===== config.mk =====
export PLATFORM = sky130hd
export DESIGN_NAME = cast_unit
export DESIGN_NICKNAME = d
export VERILOG_FILES = /design/src/hw/cast_pkg.sv /design/src/hw/cast_unit.sv /design/src/hw/cast_round.sv /design/src/hw/cast_shift.sv /design/src/hw/cast_decode.sv /design/src/hw/cast_pipe_reg.sv
export SDC_FILE = /design/constraint.sdc
export NUM_CORES = 1
export LEC_CHECK = 0
export BUFFER_PORTS_ARGS = -buffer_cell sky130_fd_sc_hd__buf_2
export CAP_MARGIN = 20
export CORE_ASPECT_RATIO = 0.5
export CORE_MARGIN = 2
export CORE_UTILIZATION = 45
export CTS_BUF_LIST = sky130_fd_sc_hd__clkbuf_8
export DETAILED_ROUTE_END_ITERATION = 16
export RECOVER_POWER = 100
export SYNTH_ARGS = -nofsm -noshare
export SYNTH_HDL_FRONTEND = slang
export SYNTH_SLANG_ARGS = --single-unit

===== constraint.sdc =====
create_clock -name clk_i -period 6.5 [get_ports clk_i]
set_clock_uncertainty 0.05 [all_clocks]
set_input_delay 0.325 -clock clk_i [delete_from_list [all_inputs] [get_ports clk_i]]
set_output_delay 0.325 -clock clk_i [all_outputs]
set_load 0.1 [all_outputs]

===== src/hw/cast_pkg.sv =====
package cast_pkg;

  // ----------------------------------------------------------------------
  // Format constants
  // ----------------------------------------------------------------------
  localparam int unsigned FP_WIDTH   = 32;  // binary32 word
  localparam int unsigned EXP_BITS   = 8;
  localparam int unsigned MAN_BITS   = 23;  // stored fraction, hidden bit excluded
  localparam int unsigned BIAS       = 127;
  localparam int unsigned INT_WIDTH  = 32;

  // Internal mantissa holds either the float mantissa with hidden bit or a full integer
  localparam int unsigned MANT_WIDTH = 32;
  // Signed exponent, wide enough for the smallest subnormal (-149)
  localparam int unsigned EXP_WIDTH  = 10;
  localparam int unsigned TAG_WIDTH  = 4;

  // ----------------------------------------------------------------------
  // Enums and flags
  // ----------------------------------------------------------------------
  typedef enum logic {
    I2F = 1'b0,  // Integer to binary32
    F2I = 1'b1   // Binary32 to integer
  } cast_op_e;

  // RISC-V frm encoding
  typedef enum logic [2:0] {
    RNE = 3'b000,
    RTZ = 3'b001,
    RDN = 3'b010,
    RUP = 3'b011,
    RMM = 3'b100
  } round_mode_e;

  // Same bit order as fflags
  typedef struct packed {
    logic nv;  // Invalid
    logic dz;  // Divide by zero, never set here
    logic of;  // Overflow
    logic uf;  // Underflow
    logic nx;  // Inexact
  } status_t;

  typedef struct packed {
    logic is_zero;
    logic is_subnormal;
    logic is_inf;
    logic is_nan;
    logic is_signalling;
  } fp_info_t;

  // ----------------------------------------------------------------------
  // Stage payloads
  // ----------------------------------------------------------------------
  typedef struct packed {
    cast_op_e               op;
    logic                   op_mod;   // Unsigned integer when set
    round_mode_e            rnd_mode;
    logic [INT_WIDTH-1:0]   operand;  // Integer or binary32 bits
    logic [TAG_WIDTH-1:0]   tag;
  } cast_req_t;

  typedef struct packed {
    cast_op_e               op;
    logic                   op_mod;
    round_mode_e            rnd_mode;
    logic [TAG_WIDTH-1:0]   tag;
    logic                   sign;
    logic [EXP_WIDTH-1:0]   exponent;      // Unbiased, two's complement
    logic [MANT_WIDTH-1:0]  mant;          // MSB set unless zero
    logic                   mant_is_zero;
    fp_info_t               info;
  } norm_t;

  typedef struct packed {
    cast_op_e               op;
    logic                   op_mod;
    round_mode_e            rnd_mode;
    logic [TAG_WIDTH-1:0]   tag;
    logic                   sign;
    logic [EXP_BITS-1:0]    exp_field;     // Biased float exponent
    logic [MAN_BITS-1:0]    fp_mant;       // Float fraction before rounding
    logic [INT_WIDTH-1:0]   int_val;       // Integer magnitude before rounding
    logic [1:0]             round_sticky;  // {round, sticky}
    logic                   of_before_round;
    logic                   uf_before_round;
    fp_info_t               info;
    logic                   mant_is_zero;
  } shifted_t;

  typedef struct packed {
    logic [FP_WIDTH-1:0]    result;
    status_t                status;
    logic [TAG_WIDTH-1:0]   tag;
  } cast_rsp_t;

endpackage

===== src/hw/cast_unit.sv =====
module cast_unit (
  input  logic                clk_i,
  input  logic                rst_n_i,
  // Request side
  input  cast_pkg::cast_req_t req_i,
  input  logic                in_valid_i,
  output logic                in_ready_o,
  // Response side
  output cast_pkg::cast_rsp_t rsp_o,
  output logic                out_valid_o,
  input  logic                out_ready_i,
  // Control
  input  logic                flush_i,
  output logic                busy_o
);
  import cast_pkg::*;

  norm_t     norm_d, norm_q;
  shifted_t  shift_d, shift_q;
  cast_rsp_t rsp_d;

  logic norm_valid, norm_ready;    // Register 1 to stage 2
  logic shift_valid, shift_ready;  // Register 2 to stage 3

  // ----------------------------------------------------------------------
  // Stage 1 decode and normalize
  // ----------------------------------------------------------------------
  cast_decode i_decode (
    .req_i  ( req_i  ),
    .norm_o ( norm_d )
  );

  cast_pipe_reg #(
    .payload_t ( norm_t )
  ) i_reg_norm (
    .clk_i     ( clk_i      ),
    .rst_n_i   ( rst_n_i    ),
    .flush_i   ( flush_i    ),
    .valid_i   ( in_valid_i ),
    .payload_i ( norm_d     ),
    .ready_o   ( in_ready_o ),
    .ready_i   ( norm_ready ),
    .valid_o   ( norm_valid ),
    .payload_o ( norm_q     )
  );

  // ----------------------------------------------------------------------
  // Stage 2 range check and alignment
  // ----------------------------------------------------------------------
  cast_shift i_shift (
    .norm_i  ( norm_q  ),
    .shift_o ( shift_d )
  );

  cast_pipe_reg #(
    .payload_t ( shifted_t )
  ) i_reg_shift (
    .clk_i     ( clk_i       ),
    .rst_n_i   ( rst_n_i     ),
    .flush_i   ( flush_i     ),
    .valid_i   ( norm_valid  ),
    .payload_i ( shift_d     ),
    .ready_o   ( norm_ready  ),
    .ready_i   ( shift_ready ),
    .valid_o   ( shift_valid ),
    .payload_o ( shift_q     )
  );

  // ----------------------------------------------------------------------
  // Stage 3 rounding and flags
  // ----------------------------------------------------------------------
  cast_round i_round (
    .shift_i ( shift_q ),
    .rsp_o   ( rsp_d   )
  );

  cast_pipe_reg #(
    .payload_t ( cast_rsp_t )
  ) i_reg_rsp (
    .clk_i     ( clk_i       ),
    .rst_n_i   ( rst_n_i     ),
    .flush_i   ( flush_i     ),
    .valid_i   ( shift_valid ),
    .payload_i ( rsp_d       ),
    .ready_o   ( shift_ready ),
    .ready_i   ( out_ready_i ),
    .valid_o   ( out_valid_o ),
    .payload_o ( rsp_o       )
  );

  assign busy_o = norm_valid | shift_valid | out_valid_o;  // Anything in flight

endmodule


===== src/hw/cast_round.sv =====
module cast_round (
  input  cast_pkg::shifted_t  shift_i,
  output cast_pkg::cast_rsp_t rsp_o
);
  import cast_pkg::*;

  localparam logic [INT_WIDTH-1:0] INT_MIN_MAG = {1'b1, {(INT_WIDTH-1){1'b0}}};

  logic                 is_f2i;
  logic [1:0]           rs;                 // Round and sticky
  logic                 inexact;
  logic [INT_WIDTH-1:0] pre_round_abs;
  logic                 round_up;
  logic [INT_WIDTH-1:0] rounded_abs;
  // Float path
  logic                 fp_of_after_round;
  logic                 fp_of;
  logic [FP_WIDTH-1:0]  fp_result;
  status_t              fp_status;
  // Integer path
  logic [INT_WIDTH-1:0] int_regular;
  logic                 int_rounded_zero;
  logic                 int_of_after_round;
  logic                 int_special;
  logic [INT_WIDTH-1:0] int_special_res;
  logic [INT_WIDTH-1:0] int_result;
  status_t              int_status;

  assign is_f2i  = (shift_i.op == F2I);
  assign rs      = shift_i.round_sticky;
  assign inexact = |rs;

  // Float magnitude is {exponent, fraction}, a carry bumps the exponent
  assign pre_round_abs = is_f2i ? shift_i.int_val
                                : INT_WIDTH'({shift_i.exp_field, shift_i.fp_mant});

  // ----------------------------------------------------------------------
  // Rounding
  // ----------------------------------------------------------------------
  always_comb begin
    case (shift_i.rnd_mode)
      RNE:     round_up = rs[1] & (rs[0] | pre_round_abs[0]);  // Ties go to even
      RTZ:     round_up = 1'b0;
      RDN:     round_up = inexact & shift_i.sign;              // Toward minus infinity
      RUP:     round_up = inexact & ~shift_i.sign;
      RMM:     round_up = rs[1];                               // Ties away from zero
      default: round_up = 1'b0;
    endcase
  end

  assign rounded_abs = pre_round_abs + INT_WIDTH'(round_up);

  // ----------------------------------------------------------------------
  // Float result
  // ----------------------------------------------------------------------
  assign fp_of_after_round = (rounded_abs[FP_WIDTH-2 -: EXP_BITS] == '1);
  assign fp_of             = shift_i.of_before_round | fp_of_after_round;

  always_comb begin
    fp_status = '0;
    if (shift_i.mant_is_zero) begin
      fp_result = '0;                                         // Integer zero is +0
    end else begin
      fp_result    = {shift_i.sign, rounded_abs[FP_WIDTH-2:0]};
      fp_status.of = fp_of;
      fp_status.nx = inexact | fp_of;
    end
  end

  // ----------------------------------------------------------------------
  // Integer result
  // ----------------------------------------------------------------------
  assign int_regular      = shift_i.sign ? -rounded_abs : rounded_abs;
  assign int_rounded_zero = (rounded_abs == '0);

  // Signed range is exceeded by a carry, except at exactly -2^31
  assign int_of_after_round = ~shift_i.op_mod & rounded_abs[INT_WIDTH-1]
                            & ~(shift_i.sign & (rounded_abs == INT_MIN_MAG));

  assign int_special = shift_i.info.is_nan | shift_i.info.is_inf
                     | shift_i.of_before_round | int_of_after_round
                     | (shift_i.sign & shift_i.op_mod & ~int_rounded_zero);  // Negative to unsigned

  always_comb begin
    // Positive max, all ones when unsigned
    int_special_res = {shift_i.op_mod, {(INT_WIDTH-1){1'b1}}};
    if (shift_i.sign && !shift_i.info.is_nan) begin
      int_special_res = ~int_special_res;                     // Minimum or zero
    end
  end

  always_comb begin
    int_status = '0;
    if (int_special) begin
      int_result    = int_special_res;
      int_status.nv = 1'b1;                                   // NV alone
    end else begin
      int_result    = int_regular;
      int_status.nx = inexact;
    end
  end

  assign rsp_o.result = is_f2i ? int_result : fp_result;
  assign rsp_o.status = is_f2i ? int_status : fp_status;
  assign rsp_o.tag    = shift_i.tag;

endmodule


===== src/hw/cast_shift.sv =====
module cast_shift (
  input  cast_pkg::norm_t    norm_i,
  output cast_pkg::shifted_t shift_o
);
  import cast_pkg::*;

  localparam int unsigned SHIFT_WIDTH = MANT_WIDTH + INT_WIDTH;
  localparam int unsigned FP_RND_BIT  = MANT_WIDTH - 2 - MAN_BITS;  // First bit below fraction
  localparam int unsigned MAX_EXP     = 2**EXP_BITS - 1;            // Inf and NaN exponent

  logic                   is_f2i;
  logic [EXP_WIDTH-1:0]   of_limit;       // Unsigned has one more bit of range
  logic                   exact_int_min;  // -2^31 fits a signed integer
  logic [EXP_WIDTH-1:0]   shamt;
  logic [SHIFT_WIDTH-1:0] shifted;
  logic [EXP_WIDTH-1:0]   biased_exp;

  assign is_f2i   = (norm_i.op == F2I);
  assign of_limit = EXP_WIDTH'(INT_WIDTH - 1) + EXP_WIDTH'(norm_i.op_mod);

  assign exact_int_min = ~norm_i.op_mod & norm_i.sign
                       & (norm_i.exponent == EXP_WIDTH'(INT_WIDTH - 1))
                       & (norm_i.mant == {1'b1, {(MANT_WIDTH-1){1'b0}}});

  // Right shift so the integer part lands in the upper half
  assign shamt   = EXP_WIDTH'(MANT_WIDTH - 1) - norm_i.exponent;
  assign shifted = {norm_i.mant, {INT_WIDTH{1'b0}}} >> shamt;

  assign biased_exp = norm_i.exponent + EXP_WIDTH'(BIAS);

  always_comb begin
    // Pass-through fields
    shift_o.op              = norm_i.op;
    shift_o.op_mod          = norm_i.op_mod;
    shift_o.rnd_mode        = norm_i.rnd_mode;
    shift_o.tag             = norm_i.tag;
    shift_o.sign            = norm_i.sign;
    shift_o.info            = norm_i.info;
    shift_o.mant_is_zero    = norm_i.mant_is_zero;
    // Defaults
    shift_o.exp_field       = '0;
    shift_o.fp_mant         = '0;
    shift_o.int_val         = '0;
    shift_o.round_sticky    = 2'b00;
    shift_o.of_before_round = 1'b0;
    shift_o.uf_before_round = 1'b0;

    if (is_f2i) begin
      // ------------------------------------------------------------------
      // Float to integer placement
      // ------------------------------------------------------------------
      if ($signed(norm_i.exponent) >= $signed(of_limit) && !exact_int_min) begin
        shift_o.of_before_round = 1'b1;           // Also catches inf and NaN
      end else if ($signed(norm_i.exponent) < -1) begin
        shift_o.uf_before_round = 1'b1;           // Below one half
        shift_o.round_sticky    = {1'b0, ~norm_i.mant_is_zero};
      end else begin
        shift_o.int_val      = shifted[SHIFT_WIDTH-1 -: INT_WIDTH];
        shift_o.round_sticky = {shifted[INT_WIDTH-1], |shifted[INT_WIDTH-2:0]};
      end
    end else begin
      // ------------------------------------------------------------------
      // Integer to float placement
      // ------------------------------------------------------------------
      if ($signed(biased_exp) >= $signed(EXP_WIDTH'(MAX_EXP))) begin
        // Largest normal with R and S set, rounding picks inf or max
        shift_o.exp_field       = EXP_BITS'(MAX_EXP - 1);
        shift_o.fp_mant         = '1;
        shift_o.round_sticky    = 2'b11;
        shift_o.of_before_round = 1'b1;
      end else begin
        shift_o.exp_field    = biased_exp[EXP_BITS-1:0];
        shift_o.fp_mant      = norm_i.mant[MANT_WIDTH-2 -: MAN_BITS];  // Drop hidden bit
        shift_o.round_sticky = {norm_i.mant[FP_RND_BIT], |norm_i.mant[FP_RND_BIT-1:0]};
      end
    end
  end

  // Signed value in range keeps the top bit clear except for exactly -2^31
  int_range_a: assert final (!(is_f2i === 1'b1 && norm_i.op_mod === 1'b0 &&
                               shift_o.of_before_round === 1'b0 &&
                               shift_o.uf_before_round === 1'b0 &&
                               shift_o.int_val[INT_WIDTH-1] === 1'b1 &&
                               exact_int_min === 1'b0))
    else $error("cast_shift placed a signed value outside the integer range");

endmodule


===== src/hw/cast_decode.sv =====
module cast_decode (
  input  cast_pkg::cast_req_t req_i,
  output cast_pkg::norm_t     norm_o
);
  import cast_pkg::*;

  localparam int unsigned LZC_WIDTH = $clog2(MANT_WIDTH);
  localparam int unsigned FP_PAD    = MANT_WIDTH - MAN_BITS - 1;  // Zeros below fraction

  logic                  is_i2f;
  logic                  fp_sign;
  logic [EXP_BITS-1:0]   fp_exp;
  logic [MAN_BITS-1:0]   fp_man;
  logic                  fp_normal;
  fp_info_t              info;
  logic                  int_sign;
  logic [INT_WIDTH-1:0]  int_mag;
  logic [MANT_WIDTH-1:0] fp_mant_al;   // Left aligned float mantissa
  logic [MANT_WIDTH-1:0] enc_mant;
  logic [LZC_WIDTH-1:0]  lz_cnt;
  logic [EXP_WIDTH-1:0]  fp_unb_exp;
  logic [EXP_WIDTH-1:0]  int_unb_exp;

  assign is_i2f = (req_i.op == I2F);

  // ----------------------------------------------------------------------
  // Float unpack and classify
  // ----------------------------------------------------------------------
  assign {fp_sign, fp_exp, fp_man} = req_i.operand;

  always_comb begin
    info.is_zero       = (fp_exp == '0) && (fp_man == '0);
    info.is_subnormal  = (fp_exp == '0) && (fp_man != '0);
    info.is_inf        = (fp_exp == '1) && (fp_man == '0);
    info.is_nan        = (fp_exp == '1) && (fp_man != '0);
    info.is_signalling = info.is_nan && !fp_man[MAN_BITS-1];  // Quiet bit clear
  end

  assign fp_normal  = (fp_exp != '0);                          // Hidden bit
  assign fp_mant_al = {fp_normal, fp_man, {FP_PAD{1'b0}}};

  // ----------------------------------------------------------------------
  // Integer magnitude
  // ----------------------------------------------------------------------
  // Only signed inputs can be negative
  assign int_sign = req_i.operand[INT_WIDTH-1] & ~req_i.op_mod;
  assign int_mag  = int_sign ? -req_i.operand : req_i.operand;

  assign enc_mant = is_i2f ? int_mag : fp_mant_al;

  // Leading zero count, highest set bit wins
  always_comb begin
    lz_cnt = '0;
    for (int i = 0; i < MANT_WIDTH; i++) begin
      if (enc_mant[i]) begin
        lz_cnt = LZC_WIDTH'(MANT_WIDTH - 1 - i);
      end
    end
  end

  // Subnormals use exponent 1 and are corrected by the shift
  assign fp_unb_exp  = EXP_WIDTH'(fp_exp) + EXP_WIDTH'(info.is_subnormal)
                     - EXP_WIDTH'(BIAS) - EXP_WIDTH'(lz_cnt);
  assign int_unb_exp = EXP_WIDTH'(MANT_WIDTH - 1) - EXP_WIDTH'(lz_cnt);  // Position of top one

  // ----------------------------------------------------------------------
  // Normalized output
  // ----------------------------------------------------------------------
  always_comb begin
    norm_o.op           = req_i.op;
    norm_o.op_mod       = req_i.op_mod;
    norm_o.rnd_mode     = req_i.rnd_mode;
    norm_o.tag          = req_i.tag;
    norm_o.sign         = is_i2f ? int_sign : fp_sign;
    norm_o.exponent     = is_i2f ? int_unb_exp : fp_unb_exp;
    norm_o.mant         = enc_mant << lz_cnt;  // Top bit now one
    norm_o.mant_is_zero = (enc_mant == '0);    // Integer zero or float zero
    norm_o.info         = is_i2f ? fp_info_t'('0) : info;  // Class only for float sources
  end

endmodule


===== src/hw/cast_pipe_reg.sv =====
module cast_pipe_reg #(
  parameter type payload_t = logic  // Stage payload struct
) (
  input  logic     clk_i,
  input  logic     rst_n_i,
  input  logic     flush_i,
  // Upstream side
  input  logic     valid_i,
  input  payload_t payload_i,
  output logic     ready_o,
  // Downstream side
  input  logic     ready_i,
  output logic     valid_o,
  output payload_t payload_o
);

  logic     valid_q;
  payload_t payload_q;
  logic     load;       // Transfer from upstream this cycle

  // Accept when downstream takes our item or we hold only a bubble
  assign ready_o = ready_i | ~valid_q;
  assign load    = valid_i & ready_o;

  // Valid bit, flush wins over a new item
  always_ff @(posedge clk_i) begin
    if (!rst_n_i) begin
      valid_q <= 1'b0;
    end else if (flush_i) begin
      valid_q <= 1'b0;
    end else if (ready_o) begin
      valid_q <= valid_i;  // Fill or drain
    end
  end

  // Data only moves on a real transfer
  always_ff @(posedge clk_i) begin
    if (load) begin
      payload_q <= payload_i;
    end
  end

  assign valid_o   = valid_q;
  assign payload_o = payload_q;

  // Held item must not change under back-pressure
  hold_stable_a: assert property (@(posedge clk_i) disable iff (!rst_n_i)
    valid_o && !ready_i |=> $stable(payload_o))
    else $error("cast_pipe_reg payload changed while stalled");

endmodule


==> results of run 1 <==
-- worst register-to-register path, cell delays in order (launching register included) --
cell and delay, ns:
edfxtp_1 0.38, buf_4 0.30, nor2_1 0.08, o21ai_0 0.16
o41ai_1 0.10, a21oi_1 0.14, ha_1 0.19, ha_1 0.18
inv_1 0.12, a221oi_4 0.41, nand4_1 0.44, or3_1 0.50
xnor2_1 0.40, nand3_1 0.19, nor3_2 0.36, o2111ai_1 0.30
a21oi_1 0.51, nor3_2 0.29, or3_1 0.45
-- where the power goes --
group | switching [mW] | internal (mW)
Sequential | 0.0865 | 1.33
Clock | 0.450 | 0.283
Combinational | 0.602 | 0.388
-- cell usage after synthesis, drive strengths merged (13+ instances only) --
cell	number
ha	27
nor4	38
a21o	14
xnor2	40
inv	52
mux4	20
a211oi	13
mux2i	100
nor2b	37
or2	14
clkbuf	79
nand2b	19
nor3	50
and3	22
nand3	53
mux2	41
edfxtp	173
o22ai	19
a21oi	93
nand2	152
or3	19
o21ai	93
xor2	29
buf	38
o31ai	15
nor2	202
and2	18
o211ai	14
nand4	28
a31oi	23
-- state kept, by name (all words and copies together) (netlist names) --
signal	cells
i_reg_shift.valid_o	1
i_reg_rsp.payload_o	39
i_reg_rsp.valid_o	1
i_reg_norm.valid_o	1
i_reg_shift.payload_o	79
i_reg_norm.payload_o	55
-- metal layers --
metal  vias to the layer above  part of all wire [%]
met4                         0                   1.6
met3                        50                   5.7
met2                       496                    45
li1                       6534                     -
met1                      6469                    48
met5                         -                     0
-- area by class of cell --
class | count | share of cell area [%]
Inverter | 54 | 1.25
Tap cell | 441 | 3.39
Sequential cell | 176 | 32.3
Clock buffer | 17 | 1.44
Multi-Input combinational cell | 1370 | 56.7
Timing Repair Buffer | 126 | 4.10
Clock inverter | 15 | 0.891
-- final timing paths --
check / end / cells past startpoint / slack (ns) / start
worst min-delay path: i_reg_norm.valid_o / 3 / 0.09 / in_valid_i
worst max-delay path: i_reg_norm.payload_o[33] / 13 / 0.54 / req_i[40]
worst max register to register: i_reg_rsp.payload_o[13] / 18 / 0.69 / i_reg_shift.payload_o[73]
worst min register to register: i_reg_shift.payload_o[75] / 0 / 0.38 / i_reg_norm.payload_o[50]
-- placed cells by master (no fill, tap or decap), drive strengths merged, types with 18 or more instances in the layout --
master / netlist / layout
nor2: 202 / 202
edfxtp: 173 / 173
nand2: 152 / 152
mux2i: 100 / 100
a21oi: 93 / 93
o21ai: 93 / 93
buf: 38 / 69
clkbuf: 79 / 67
inv: 52 / 59
nand3: 53 / 53
nor3: 50 / 50
mux2: 41 / 41
xnor2: 40 / 40
nor4: 38 / 38
nor2b: 37 / 37
xor2: 29 / 29
nand4: 28 / 28
ha: 27 / 27
a31oi: 23 / 23
and3: 22 / 22
mux4: 20 / 20
or3: 19 / 19
nand2b: 19 / 19
o22ai: 19 / 19
and2: 18 / 18
-- through the flow --
stage               cell area, sq um  hold WS [ns]  utilization [%]  power (mW)  instances
floorplan                      15200         0.350                -        2.14       1717
global placement               16000         0.353             48.2        2.40       2160
detailed placement             16000         0.356             48.2        2.41       2160
CTS                            16400        0.0854             49.6        3.15       2199
global route                   16300        0.0774             49.1        3.30       2199
finish                         16300        0.0938             49.1        3.14       2199
-- kinds of logic (layout without fill, tap and decap cells) --
logic type / count (synthesis) / after routing / synth area share [%]
and+or+nand+nor: 701 / 701 / 23.2
AOI/OAI and AO/OA: 409 / 409 / 18.7
DFF: 176 / 176 / 34.5
buffers and inverters: 171 / 212 / 4.66
muxes: 161 / 161 / 12.6
xor gates and xnor gates: 69 / 69 / 3.97
adders and majority gates: 28 / 28 / 2.35
other: 1 / 2 / 0.0246
==> run metrics, run 1 <==
Max-Cap Viols=6; crit-path max cell delay=1.06 ns; Synth area leaders=edfxtp_1 34%, mux2i_1 6.6%, nor2_1 4.9%, nand2_1 3.7%, a21oi_1 3.0%; failing checks=max-capacitance violations, max-slew violations; post-CTS resize count=0; Yosys warnings=0; Leak=5.98 nW; # nets final=1819; fmax=0.168 GHz; area share of the largest cell type after synthesis=34.1%; Core Footprint=33200 sq um; period utilization=91.6%; first-pass detailed-route iteration total=8; hold crit path type=input pin to register; max-slew violations=247; cell row count=47; Final ANT Viol Nets=0; Post-synth EDFFs=173; Max Fanout on Critical Path=38; post-CTS setup buffer count=0; maximum root-to-sink buffer count=2; global-route wire length before repair=71600 um; Routed WL=44800 um; # diodes=0; largest net degree at the start of global routing=80; VDD IR max=121 uV; post-DR wirelength/cell=20.4 um; worst path arrival time=6.12 ns; final worst setup slack=0.543 ns; CTS sink cnt=176; Post-synth ARST share=0%; via/cell ratio=6.16; via count=13500; Crit path buffers/inverters=4; Clock Latency Late Sink=0.47 ns; # DRC=0; Final Hold Vio Count=0; vias in the first global route=12800; RSZ-0062 raised after global routing=no; # IOs=90; DP Worst Slack=0.875 ns; Clock transition at path regs=0.11 ns; Crit Path Class=input pin to register; GR met2 Demand/Resource=40.1%; Seq cells post-synth=176; synthesized area=15200 sq um; Post-Syn Area per Cell=8.87 sq um; CP max stage cell=clkbuf_1; gr usage total=25.1%; Least-Margin Pin Slew=4.10 ns; setup TNS=0 ns; leading area contributor after synthesis=edfxtp_1; Final HPWL DP=34400 um; grt total ovfl=0; initial antenna violation count=0; die area=35400 sq um; fill count=3218; CTS tree=yes; final setup violation count=0; WP data required=6.66 ns; worst relative slew slack=-173%; crit path launch type=input pin; met1 usage in global routing=36.6%; routability cong.=0.938; PwrDens=193 nW/um^2; min cycle time layout=5.96 ns; DIE HEIGHT=134 um; Num CTS Buffers=17; area of the multi-input gates=9220 sq um; status=finished, violations left; Main synth FF type=edfxtp_1; most used routing layer in global routing=met2; 1st-iter DRT viols=1319; register area share after synthesis=34.5%; GRT met3 Usage=2.90%; CP top delay family=buffers and inverters; CP Cell Sequence=clkbuf_1 -> buf_4 -> a2111oi_0 -> a221oi_1 -> and3_1 -> o211ai_1 -> a221oi_1 -> clkbuf_1 -> inv_1 -> mux2_1 -> mux2_1 -> and2_0 -> a211o_1; Syn-to-layout area delta=6.94%; input/output buffers=87; Initial Utilization=45.9%; Storage cell area=5260 sq um; Die W=264 um; Netlist cell types=103; crit end category=register; Mapped Cells=1716; # hold bufs at CTS=7; CTS root buffer=clkbuf_8; share of cells above drive strength 1=11.2%; H-tree depth=4
No activity file was read; power rests on OpenSTA's default activity.
==> run 2, diff against run 1 <==
clock period = 4.9 ns   (was 6.5 ns; I/O delays follow)
==> run 2 against run 1 <==
The run still ends with max-capacitance violations, max-slew violations left. First-iteration DRC count decreased by 10%. Critical path depth rose by 5. Final area increased by 5.7%. Combinational power is 40% higher. Worst hold slack improved by 0.0035 ns. Clock power up 33%. Count of clock-buffer cells in the layout is the same. Total power is 35% higher. Register-to-register slack lost 0.50 ns. Via count is 2.4% higher. Critical path type is now register to register. Highest routed layer unchanged.
==> run metrics, run 2 (synthesis results as in run 1) <==
status=finished, violations left; failing checks=max-capacitance violations, max-slew violations; die area=35400 sq um (unchanged); crit path from=i_reg_shift.payload_o[78]; Clock transition at path regs=0.11 ns (about the same); routability cong.=0.912 (-2.7%); Routed WL=46600 um (+4.2%); # nets final=1902 (+4.6%); cell area after layout=17200 sq um (+5.7%); global-route wire length before repair=73800 um (+3.0%); Final Hold Vio Count=0 (unchanged); CTS root buffer=clkbuf_8; crit path launch type=register; RSZ-0062 raised after global routing=no; worst path arrival time=4.94 ns (-1.18 ns); setup TNS=0 ns (unchanged); Critical R2R Launch=i_reg_shift.payload_o[78]; via/cell ratio=6.08 (-1.3%); grt total ovfl=0 (unchanged); worst relative slew slack=-59.5% (+110 points); CTS sink cnt=176 (unchanged); input/output buffers=87 (unchanged); DIE HEIGHT=134 um (unchanged); period utilization=96.0%; Least-Margin Pin Slew=2.39 ns (-1.71 ns); Clock Latency Late Sink=0.48 ns (about the same); hold_sp=out_ready_i; Leak=6.43 nW (+7.5%); highest metal used=met4; Num CTS Buffers=17 (unchanged); final setup violation count=0 (unchanged); met2 wire len=21400 um (+6.5%); min cycle time layout=4.71 ns; hold crit path type=input pin to register; CP Cell Sequence=xnor2_1 -> nor3b_1 -> o21ai_0 -> a21oi_1 -> ha_2 -> inv_1 -> a221oi_2 -> buf_4 -> xor2_1 -> inv_1 -> nor4_2 -> nand4_1 -> and4b_1 -> o2111ai_4 -> a211oi_4 -> buf_12 -> nand2_2 -> o311ai_1; max-slew violations=204 (-17%); post-DR wirelength/cell=20.4 um (+0.41%); Max-Cap Viols=4 (-2); Util after Layout=51.9% (+2.8 points); CTS tree=yes; VDD IR max=142 uV (+18%); Post-Place Cell Area=16800 sq um (+5.1%); maximum root-to-sink buffer count=2 (unchanged); cell mode on critical path=inv_1; fmax=0.212 GHz; Max Fanout on Critical Path=26 (-32%); crit-path max cell delay=0.46 ns (-0.60 ns); final hold slack=0.0972 ns (+0.00346 ns); H-tree depth=4 (unchanged); vias in the first global route=13000 (+1.5%); Crit Path Class=register to register; Syn-to-layout area delta=13.1%; share of cells above drive strength 1=16.8% (+5.6 points); crit end category=register; WP data required=5.13 ns (-1.53 ns); CP max stage cell=and4b_1; max FFs per register=79 (unchanged); 1st-iter DRT viols=1183 (-10%); PwrDens=246 nW/um^2 (+27%); # diodes=0 (unchanged); cell row count=47 (unchanged); initial antenna violation count=0 (unchanged); Final ANT Viol Nets=0 (unchanged); Initial Utilization=45.9% (unchanged); met1 WL=22300 um (+4.1%); commonest cells after routing, fill and taps aside=198 x nor2_1, 173 x edfxtp_1, 151 x nand2_1, 99 x mux2i_1, 88 x buf_4; Core Footprint=33200 sq um (unchanged); via count=13900 (+2.4%); # IOs=90 (unchanged); Die W=264 um (unchanged); first-pass detailed-route iteration total=6 (-2); Met3 Wirelength=2160 um (-16%); gr usage total=26.1% (+0.99 points); # DRC=0 (unchanged); largest net degree at the start of global routing=83 (+3.8%); most common cell after layout, fill and taps aside=nor2_1; Final HPWL DP=36200 um (+5.5%)
run 2: cell count changes in the layout (fill, tap and decap cells not counted), moves of 7 or more:
cell      change
o21ai_0       -7
a21oi_1      -10
o21ai_1       +7
clkbuf_1      +7
buf_4        +62
a21oi_2       +9
run 2: final cells by class:
class | count | area (sq um)
Clock inverter | 15 | 146
Tap cell | 441 | 552
Clock buffer | 17 | 234
Fill cell | 3234 | 16000
Inverter | 54 | 205
Sequential cell | 176 | 5260
Multi-Input combinational cell | 1370 | 9480
Timing Repair Buffer | 209 | 1350
run 2: final timing paths:
path	end	slack, ns	depth (start not counted)
worst max-delay path	i_reg_rsp.payload_o[20]	0.19	18
worst min register to register	i_reg_shift.payload_o[75]	0.38	0
worst max register to register	i_reg_rsp.payload_o[20]	0.19	18
worst min-delay path	i_reg_rsp.valid_o	0.1	4
run 2: routing by layer:
metal / GRT usage (%) / up-vias
met3: 2.94 / 60
met5: 0 / -
met2: 42.7 / 464
met4: 5.84 / 0
met1: 37.3 / 6646
li1: - / 6707
run 2: repair_timing:
action,in CTS,in global routing
hold buffers,10,0
buffers inserted,0,6
endpoints found under the hold margin,10,0
setup endpoints to repair,0,23
gates resized for setup,0,4
run 2: critical path, delay by kind of cell, from the launching register on:
kind	cells	cell delay [ns]
AO/OA/AOI/OAI	6	1.31
AND/OR/NAND/NOR	5	1.43
buffers and inverters	4	0.60
XOR/XNOR	2	0.44
adder cells (fa/ha/maj)	1	0.23
flip-flops	1	0.44
run 2: metrics by stage:
step | worst slack (ns) | std cells | power, mW
detailed placement | -0.0372 | 2232 | 3.27
CTS | 0.187 | 2274 | 4.25
floorplan | -0.172 | 1717 | 2.86
finish | 0.194 | 2282 | 4.23
global placement | 0.120 | 2232 | 3.26
global route | 0.0123 | 2282 | 4.45
run 2: power by group:
| group | switching, mW | internal (mW) |
|---|---|---|
| Combinational | 0.828 | 0.562 |
| Sequential | 0.102 | 1.76 |
| Clock | 0.600 | 0.377 |
